`src/uart_defines.svh`:
```
`ifndef UART_DEFINES_SVH
`define UART_DEFINES_SVH

// Datapath widths
`define UART_DIV_W     16
`define UART_DATA_W    8
`define UART_CFG_W     16

// Values loaded on reset, 8N1 at divider 3
`define UART_RESET_DIV  16'd3
`define UART_RESET_EN   1'b1
`define UART_RESET_PAR  1'b0
`define UART_RESET_BITS 2'd3

// CFG_CTRL field positions in the write data
`define UART_CTRL_EN_BIT   0
`define UART_CTRL_PAR_BIT  1
`define UART_CTRL_BITS_LSB 2

`endif

```
`src/uart_pkg.sv`:
```
package uart_pkg;

  // Register map
  typedef enum logic [1:0] {
    CFG_DIV     = 2'd0,  // Bit-period divider
    CFG_CTRL    = 2'd1,  // Enable, parity enable, bits code
    CFG_CLR_ERR = 2'd2   // Any write clears the sticky error
  } cfg_addr_e;

  // Transmitter FSM
  typedef enum logic [2:0] {
    TX_IDLE   = 3'd0,
    TX_START  = 3'd1,
    TX_DATA   = 3'd2,
    TX_PARITY = 3'd3,
    TX_STOP   = 3'd4
  } tx_state_e;

  // Receiver FSM
  typedef enum logic [2:0] {
    RX_IDLE   = 3'd0,
    RX_START  = 3'd1,
    RX_DATA   = 3'd2,
    RX_PARITY = 3'd3,
    RX_STOP   = 3'd4
  } rx_state_e;

endpackage

```
`src/uart_cfg_regs.sv`:
```
`include "uart_defines.svh"

module uart_cfg_regs (
  input  logic                   rx_valid,
  input  logic                   rst_n_i,
  input  logic                   cfg_we_i,
  input  uart_pkg::cfg_addr_e    cfg_addr_i,
  input  logic [`UART_CFG_W-1:0] cfg_wdata_i,
  input  logic                   rx_perr_i,
  output logic                   cfg_en_o,
  output logic [`UART_DIV_W-1:0] cfg_div_o,
  output logic                   cfg_parity_en_o,
  output logic [1:0]             cfg_bits_o,
  output logic                   parity_err_o
);

  import uart_pkg::*;

  logic clr_err;

  assign clr_err = cfg_we_i && (cfg_addr_i == CFG_CLR_ERR);

  // ##################################################################
  // Configuration registers
  // ##################################################################

  always_ff @(posedge rx_valid)
  begin
    if (!rst_n_i)
    begin
      cfg_div_o       <= `UART_RESET_DIV;
      cfg_en_o        <= `UART_RESET_EN;
      cfg_parity_en_o <= `UART_RESET_PAR;
      cfg_bits_o      <= `UART_RESET_BITS;
    end
    else if (cfg_we_i)
    begin
      case (cfg_addr_i)
        CFG_DIV:
          cfg_div_o <= cfg_wdata_i[`UART_DIV_W-1:0];
        CFG_CTRL:
        begin
          cfg_en_o        <= cfg_wdata_i[`UART_CTRL_EN_BIT];
          cfg_parity_en_o <= cfg_wdata_i[`UART_CTRL_PAR_BIT];
          cfg_bits_o      <= cfg_wdata_i[`UART_CTRL_BITS_LSB +: 2];  // Width is 5 + code
        end
        default: ;  // CFG_CLR_ERR handled below
      endcase
    end
  end

  // ##################################################################
  // Sticky parity error
  // ##################################################################

  always_ff @(posedge rx_valid)
  begin
    if (!rst_n_i)
      parity_err_o <= 1'b0;
    else if (rx_perr_i)
      parity_err_o <= 1'b1;  // Set wins over a clear in the same cycle
    else if (clr_err)
      parity_err_o <= 1'b0;
  end

endmodule

```
`src/uart_tx.sv`:
```
`include "uart_defines.svh"

module uart_tx (
  input  logic                    rx_valid,
  input  logic                    rst_n_i,
  input  logic                    cfg_en_i,
  input  logic [`UART_DIV_W-1:0]  cfg_div_i,
  input  logic                    cfg_parity_en_i,
  input  logic [1:0]              cfg_bits_i,
  input  logic                    tx_start_i,
  input  logic [`UART_DATA_W-1:0] tx_data_i,
  output logic                    uart_tx_o,
  output logic                    tx_busy_o
);

  import uart_pkg::*;

  tx_state_e               tx_state;
  logic [`UART_DIV_W-1:0]  baud_cnt;
  logic [`UART_DIV_W-1:0]  div_q;
  logic                    parity_en_q;
  logic [1:0]              bits_q;
  logic [2:0]              bit_cnt;
  logic [`UART_DATA_W-1:0] shift_q;
  logic                    parity_q;
  logic                    bit_done;
  logic                    last_bit;
  logic                    accept;

  assign accept    = tx_start_i && cfg_en_i && !tx_busy_o;
  assign bit_done  = (baud_cnt == div_q);
  assign last_bit  = (bit_cnt == (3'd4 + {1'b0, bits_q}));  // Index of the top data bit
  assign tx_busy_o = (tx_state != TX_IDLE);

  // Frame settings and data, captured on acceptance
  always_ff @(posedge rx_valid)
  begin
    if (accept)
    begin
      div_q       <= cfg_div_i;
      parity_en_q <= cfg_parity_en_i;
      bits_q      <= cfg_bits_i;
      shift_q     <= tx_data_i;
    end
    else if (bit_done && ((tx_state == TX_START) || (tx_state == TX_DATA)))
      shift_q <= shift_q >> 1;  // Next bit moves to position 0
  end

  // ##################################################################
  // Frame FSM
  // ##################################################################

  always_ff @(posedge rx_valid)
  begin
    if (!rst_n_i)
    begin
      tx_state  <= TX_IDLE;
      uart_tx_o <= 1'b1;
      baud_cnt  <= '0;
      bit_cnt   <= '0;
      parity_q  <= 1'b0;
    end
    else if (tx_state == TX_IDLE)
    begin
      baud_cnt <= '0;
      bit_cnt  <= '0;
      parity_q <= 1'b0;
      if (accept)
      begin
        tx_state  <= TX_START;
        uart_tx_o <= 1'b0;  // Start bit
      end
    end
    else if (!bit_done)
      baud_cnt <= baud_cnt + 1'b1;
    else
    begin
      baud_cnt <= '0;
      case (tx_state)
        TX_START:
        begin
          tx_state  <= TX_DATA;
          uart_tx_o <= shift_q[0];
          parity_q  <= shift_q[0];
        end
        TX_DATA:
        begin
          if (last_bit)
          begin
            tx_state  <= parity_en_q ? TX_PARITY : TX_STOP;
            uart_tx_o <= parity_en_q ? parity_q : 1'b1;
          end
          else
          begin
            bit_cnt   <= bit_cnt + 1'b1;
            uart_tx_o <= shift_q[0];
            parity_q  <= parity_q ^ shift_q[0];
          end
        end
        TX_PARITY:
        begin
          tx_state  <= TX_STOP;
          uart_tx_o <= 1'b1;
        end
        default:
        begin
          tx_state  <= TX_IDLE;  // End of stop bit
          uart_tx_o <= 1'b1;
        end
      endcase
    end
  end

endmodule

```
`src/uart_rx.sv`:
```
`include "uart_defines.svh"

module uart_rx (
  input  logic                    rx_valid,
  input  logic                    rst_n_i,
  input  logic                    cfg_en_i,
  input  logic [`UART_DIV_W-1:0]  cfg_div_i,
  input  logic                    cfg_parity_en_i,
  input  logic [1:0]              cfg_bits_i,
  input  logic                    rx_i,
  output logic [`UART_DATA_W-1:0] rx_data_o,
  output logic                    rx_strobe_o,
  output logic                    rx_perr_o,
  output logic                    rx_busy_o
);

  import uart_pkg::*;

  rx_state_e               rx_state;
  logic                    rx_sync1;
  logic                    rx_sync2;
  logic                    rx_prev;
  logic [`UART_DIV_W-1:0]  baud_cnt;
  logic [`UART_DIV_W-1:0]  half_div;
  logic [2:0]              bit_cnt;
  logic [`UART_DATA_W-1:0] shift_q;
  logic                    parity_q;
  logic                    perr_q;
  logic                    fall_edge;
  logic                    last_bit;
  logic                    mid_bit;

  assign half_div  = cfg_div_i >> 1;
  assign fall_edge = rx_prev && !rx_sync2;
  assign last_bit  = (bit_cnt == (3'd4 + {1'b0, cfg_bits_i}));
  assign rx_busy_o = (rx_state != RX_IDLE);

  // Start bit is checked half a period in, later bits one full period apart
  assign mid_bit = (rx_state == RX_START) ? (baud_cnt == half_div)
                                          : (baud_cnt == cfg_div_i);

  // ##################################################################
  // Line synchronizer and edge detect
  // ##################################################################

  always_ff @(posedge rx_valid)
  begin
    if (!rst_n_i)
    begin
      rx_sync1 <= 1'b1;  // Idle line is high
      rx_sync2 <= 1'b1;
      rx_prev  <= 1'b1;
    end
    else
    begin
      rx_sync1 <= rx_i;
      rx_sync2 <= rx_sync1;
      rx_prev  <= rx_sync2;
    end
  end

  // ##################################################################
  // Frame FSM
  // ##################################################################

  always_ff @(posedge rx_valid)
  begin
    if (!rst_n_i)
    begin
      rx_state    <= RX_IDLE;
      baud_cnt    <= '0;
      bit_cnt     <= '0;
      parity_q    <= 1'b0;
      perr_q      <= 1'b0;
      rx_strobe_o <= 1'b0;
      rx_perr_o   <= 1'b0;
    end
    else
    begin
      rx_strobe_o <= 1'b0;
      rx_perr_o   <= 1'b0;
      if (!cfg_en_i)
      begin
        rx_state <= RX_IDLE;
        baud_cnt <= '0;
      end
      else if (rx_state == RX_IDLE)
      begin
        baud_cnt <= '0;
        bit_cnt  <= '0;
        parity_q <= 1'b0;
        perr_q   <= 1'b0;
        if (fall_edge)
          rx_state <= RX_START;
      end
      else if (!mid_bit)
        baud_cnt <= baud_cnt + 1'b1;
      else
      begin
        baud_cnt <= '0;
        case (rx_state)
          RX_START:
            rx_state <= rx_sync2 ? RX_IDLE : RX_DATA;  // Glitch, not a start bit
          RX_DATA:
          begin
            parity_q <= parity_q ^ rx_sync2;
            if (last_bit)
              rx_state <= cfg_parity_en_i ? RX_PARITY : RX_STOP;
            else
              bit_cnt <= bit_cnt + 1'b1;
          end
          RX_PARITY:
          begin
            perr_q   <= parity_q ^ rx_sync2;  // Even parity, XOR of all must be 0
            rx_state <= RX_STOP;
          end
          default:
          begin
            rx_strobe_o <= 1'b1;
            rx_perr_o   <= perr_q;
            rx_state    <= RX_IDLE;
          end
        endcase
      end
    end
  end

  // Data shifts in from the top, then right-aligned to the configured width
  always_ff @(posedge rx_valid)
  begin
    if (cfg_en_i && mid_bit && (rx_state == RX_DATA))
      shift_q <= {rx_sync2, shift_q[`UART_DATA_W-1:1]};
    if (cfg_en_i && mid_bit && (rx_state == RX_STOP))
      rx_data_o <= shift_q >> (2'd3 - cfg_bits_i);
  end

endmodule

```
`src/uart_link_top.sv`:
```
`include "uart_defines.svh"

module uart_link_top (
  input  logic                    rx_valid,
  input  logic                    rst_n_i,
  input  logic                    cfg_we_i,
  input  uart_pkg::cfg_addr_e     cfg_addr_i,
  input  logic [`UART_CFG_W-1:0]  cfg_wdata_i,
  input  logic                    tx_start_i,
  input  logic [`UART_DATA_W-1:0] tx_data_i,
  input  logic                    uart_rx_i,
  output logic                    uart_tx_o,
  output logic                    tx_busy_o,
  output logic [`UART_DATA_W-1:0] rx_data_o,
  output logic                    rx_strobe_o,
  output logic                    rx_busy_o,
  output logic                    parity_err_o
);

  logic                   cfg_en;
  logic [`UART_DIV_W-1:0] cfg_div;
  logic                   cfg_parity_en;
  logic [1:0]             cfg_bits;
  logic                   rx_perr;  // Stays inside, feeds the sticky flag

  uart_cfg_regs i_uart_cfg_regs (
    .rx_valid        ( rx_valid      ),
    .rst_n_i         ( rst_n_i       ),
    .cfg_we_i        ( cfg_we_i      ),
    .cfg_addr_i      ( cfg_addr_i    ),
    .cfg_wdata_i     ( cfg_wdata_i   ),
    .rx_perr_i       ( rx_perr       ),
    .cfg_en_o        ( cfg_en        ),
    .cfg_div_o       ( cfg_div       ),
    .cfg_parity_en_o ( cfg_parity_en ),
    .cfg_bits_o      ( cfg_bits      ),
    .parity_err_o    ( parity_err_o  )
  );

  uart_tx i_uart_tx (
    .rx_valid        ( rx_valid      ),
    .rst_n_i         ( rst_n_i       ),
    .cfg_en_i        ( cfg_en        ),
    .cfg_div_i       ( cfg_div       ),
    .cfg_parity_en_i ( cfg_parity_en ),
    .cfg_bits_i      ( cfg_bits      ),
    .tx_start_i      ( tx_start_i    ),
    .tx_data_i       ( tx_data_i     ),
    .uart_tx_o       ( uart_tx_o     ),
    .tx_busy_o       ( tx_busy_o     )
  );

  uart_rx i_uart_rx (
    .rx_valid        ( rx_valid      ),
    .rst_n_i         ( rst_n_i       ),
    .cfg_en_i        ( cfg_en        ),
    .cfg_div_i       ( cfg_div       ),
    .cfg_parity_en_i ( cfg_parity_en ),
    .cfg_bits_i      ( cfg_bits      ),
    .rx_i            ( uart_rx_i     ),
    .rx_data_o       ( rx_data_o     ),
    .rx_strobe_o     ( rx_strobe_o   ),
    .rx_perr_o       ( rx_perr       ),
    .rx_busy_o       ( rx_busy_o     )
  );

endmodule

```
`config.mk`:
```
export PLATFORM = sky130hd
export DESIGN_NAME = uart_link_top
export DESIGN_NICKNAME = d
export VERILOG_FILES = /design/src/uart_pkg.sv /design/src/uart_cfg_regs.sv /design/src/uart_tx.sv /design/src/uart_rx.sv /design/src/uart_link_top.sv
export VERILOG_INCLUDE_DIRS = /design/src /design/src/src
export SDC_FILE = /design/constraint.sdc
export NUM_CORES = 1
export LEC_CHECK = 0
export BUFFER_PORTS_ARGS = -buffer_cell sky130_fd_sc_hd__buf_4
export CAP_MARGIN = 0
export CORE_UTILIZATION = 56
export CTS_BUF_LIST = sky130_fd_sc_hd__clkbuf_2 sky130_fd_sc_hd__clkbuf_4 sky130_fd_sc_hd__clkbuf_8
export CTS_CLUSTER_SIZE = 40
export DETAILED_ROUTE_END_ITERATION = 6
export GPL_TIMING_DRIVEN = 0
export PLACE_DENSITY = 0.78
export SLEW_MARGIN = 20
export SYNTH_ARGS = -nofsm -noshare
export SYNTH_HDL_FRONTEND = slang
export SYNTH_SLANG_ARGS = --single-unit
```
`constraint.sdc`:
```
create_clock -name rx_valid -period 2.98 [get_ports rx_valid]
set_input_delay 0.298 -clock rx_valid [delete_from_list [all_inputs] [get_ports rx_valid]]
set_output_delay 0.298 -clock rx_valid [all_outputs]
set_load 0.05 [all_outputs]
```
==> results.sh <==
export IMPL_status="completed"
export IMPL_rsz0062_at_grt="false"
export IMPL_fin_crit_sh_pct=96.3
export IMPL_worstSetupStartpoint="i_uart_rx.rx_state[1]"
export IMPL_clock_skew_ps=13.4
export IMPL_yosys_most_used_dff="dfxtp_1"
export IMPL_worstSetupPathType="reg2reg"
export IMPL_crit_arrival_ps=3020
export IMPL_max_slew_margin_pct=40.0
export IMPL_wirelength_mm=11.4
export IMPL_cts_tree="built"
export IMPL_ir_drop_mv=0.363
export IMPL_synth_edf_count=43
export IMPL_hpwl_mm=8.14
export IMPL_startpoint_type="register"
export IMPL_h_tree_depth=4
export IMPL_drt_vias_per_instance=5.38
export IMPL_antenna_found_initial=0
export IMPL_worst_pin_slew_ps=898
export IMPL_initial_core_util_pct=58.1
export IMPL_finalNetCount=652
export IMPL_hold_viol=0
export IMPL_intPower_mw=2.81
export IMPL_synth_area_top_cells="dfxtp_1 (27%), edfxtp_1 (24%), xor2_1 (6.1%)"
export IMPL_setup_tns_ps=0
export IMPL_drtIter0Drc=207
export IMPL_place_gp_congestion=0.869
export IMPL_p_sw_share_pct=24.4
export IMPL_hold_path_class="in2reg"
export IMPL_p_leak_nw=2.50
export IMPL_cts_root_buf="clkbuf_8"
export IMPL_pwr_share_clk_pct=43.5
export IMPL_r2r_cells=9
export IMPL_path_max_fanout=8
export IMPL_num_antenna_cells=0
export IMPL_maxCapViolCount=0
export IMPL_timing_critical_path_to="i_uart_rx.rx_data_o[5]"
export IMPL_async_flop_share_pct=0
export IMPL_final_common_cell="nand2_1"
export IMPL_wl_per_cell_um=15.0
export IMPL_die_area_um2=10100
export IMPL_dr_pass1_iters=7
export IMPL_slew_violations=0
export IMPL_final_cell_area_um2=6440
export IMPL_cts_buffers=17
export IMPL_yosysTopAreaCell="dfxtp_1"
export IMPL_coreArea_um2=9330
export IMPL_io_pins=44
export IMPL_synth_nets=587
export IMPL_setup_viol=0
export IMPL_yosysTopAreaCellShare_pct=27.3
export IMPL_grt_pass1_wl_mm=18.5
export IMPL_endpoint_kind="register"
export IMPL_ys_warnings_count=0
export IMPL_dpl_cell_area_um2=5910
export IMPL_drcViolationCount=0
export IMPL_syn_inst=552
export IMPL_synth_seq_area_share_pct=51.2
export IMPL_ys_types=58
export IMPL_clock_latency_ps=440
export IMPL_numClockSinks=117
export IMPL_avgSynthCellArea_um2=9.82
export IMPL_pwr_share_comb_pct=8.9
export IMPL_netlist_area_um2=5420
export IMPL_max_clock_freq_ghz=0.348
export IMPL_layout_drive_gt1_share_pct=16.2
export IMPL_dieHeight_um=100
export IMPL_fin_cells=759
export IMPL_drtAntennaViolNets=0
export IMPL_fillers=717
export IMPL_row_count=35
export IMPL_r2r_setup_slack_ps=110
export IMPL_fin_util_pct=69.0
export IMPL_grt_max_degree=28
export IMPL_timing_rr_start="i_uart_rx.rx_state[1]"
export IMPL_area_growth_pct=18.8
export IMPL_ys_seq_elements=117
export IMPL_seqPwrFrac_pct=47.6
export IMPL_period_minus_slack_ps=2870
export IMPL_cp_required_ps=3130
export IMPL_via_count=4082
export IMPL_final_cell_mix="nand2_1 (80), dfxtp_1 (74), nor2_1 (55)"
export IMPL_p_switching_uw=903
export IMPL_fin_hold_ws_ps=48.9
export IMPL_placed_cells=724
export IMPL_r2r_end="i_uart_rx.rx_data_o[5]"
export IMPL_io_buffers=43
export IMPL_powerDensity_nw_per_um2=576
export IMPL_grt_usage_pct=24.3
export IMPL_clk_path_buf_depth=2
export IMPL_gr_total_overflow=0
export IMPL_grt_pass1_vias=3880
export IMPL_die_width_um=100
export IMPL_hold_buffers=0
export IMPL_clk_pin_slew_ps=70
-- power groups by stage --
stage	sequential (mW)	clock (mW)	combinational (mW)
final	1.77	1.61	0.330
after global routing	1.77	1.72	0.366
after CTS	1.77	1.64	0.319
after detailed placement	1.80	0	0.312
after global placement	1.80	0	0.305
after floorplan	1.79	0	0.215
-- cells in the mapped netlist (6+ instances only) --
library cell	number
xnor2_1	30
a21boi_0	15
mux2i_1	17
edfxtp_1	43
clkbuf_1	21
nor2b_1	11
nand3_1	25
and2_1	6
o21ai_0	10
nor2_1	55
nand4_1	8
nor4_1	6
nand2b_1	8
xor2_1	38
dfxtp_1	74
a21oi_1	7
nor3_1	7
inv_1	18
and3_1	12
nand2_1	80
-- area by class of cell --
class	instances	area (µm²)	area share, %
plain buffers	26	133	2.06
clock buffers	18	248	3.85
clock inverters	14	201	3.13
inverters	19	75.1	1.17
multi-input cells	388	2470	38.4
flip-flops and latches	117	2770	43.1
well taps	129	161	2.51
repair buffers	48	373	5.79
-- what timing repair did --
item | in CTS | in global routing
setup endpoints to repair | 16 | 17
pin swaps | 0 | 2
gates resized for setup | 2 | 5
setup buffers | 1 | 4
cloned | 0 | 0
-- worst min-delay path by stage --
stage                                    end  depth (start not counted)                from  slack [ps]
after floorplan           i_uart_rx.rx_sync2                          1  i_uart_rx.rx_sync1         390
after global placement    i_uart_rx.rx_sync2                          1  i_uart_rx.rx_sync1         390
after detailed placement  i_uart_rx.rx_sync2                          1  i_uart_rx.rx_sync1         390
after CTS                 i_uart_rx.rx_sync1                          2           uart_rx_i          30
after global routing      i_uart_rx.rx_sync1                          2           uart_rx_i          40
final                     i_uart_rx.rx_sync1                          2           uart_rx_i          50
-- registers in the layout (all words and copies together), names as in the netlist, 3 cells and up --
signal,count
i_uart_rx.baud_cnt,16
i_uart_tx.shift_q,8
i_uart_tx.bit_cnt,3
i_uart_rx.rx_state,3
i_uart_tx.baud_cnt,16
i_uart_rx.bit_cnt,3
i_uart_cfg_regs.cfg_div_o,16
i_uart_tx.div_q,16
i_uart_rx.rx_data_o,8
i_uart_tx.tx_state,3
i_uart_rx.shift_q,8
-- cell families (layout without fill, tap and decap cells) --
group                    after synthesis  count (layout)  synth area share, %
AO/OA/AOI/OAI                         59              59                 7.80
XOR/XNOR                              68              68                 11.0
adder cells (fa/ha/maj)                4               4                0.924
buffers and inverters                 47             125                 3.90
flip-flops                           117             117                 51.2
multiplexers                          20              20                 4.04
AND/OR/NAND/NOR                      237             237                 21.2
-- layer usage --
metal / wire, µm / global-route usage, %
met4: 206 / 9.14
met5: 0 / 0
met2: 5650 / 41.0
met3: 443 / 6.62
met1: 5060 / 29.8
-- critical path, stage by stage, from the launching register on --
cell	delay (ps)
dfxtp_1	320
buf_6	140
or3b_1	380
buf_6	150
or4_4	500
a211oi_4	290
and3_4	240
and3_4	200
nor3b_4	220
buf_12	150
-- per-stage QoR --
| step | total power, mW | setup WS [ps] |
|---|---|---|
| after floorplan | 2.01 | 122 |
| after global placement | 2.10 | -289 |
| after detailed placement | 2.11 | -354 |
| after CTS | 3.72 | 17.6 |
| after global routing | 3.85 | 16.0 |
| final | 3.71 | 110 |
Note: power is estimated with default switching activity, not from simulation.
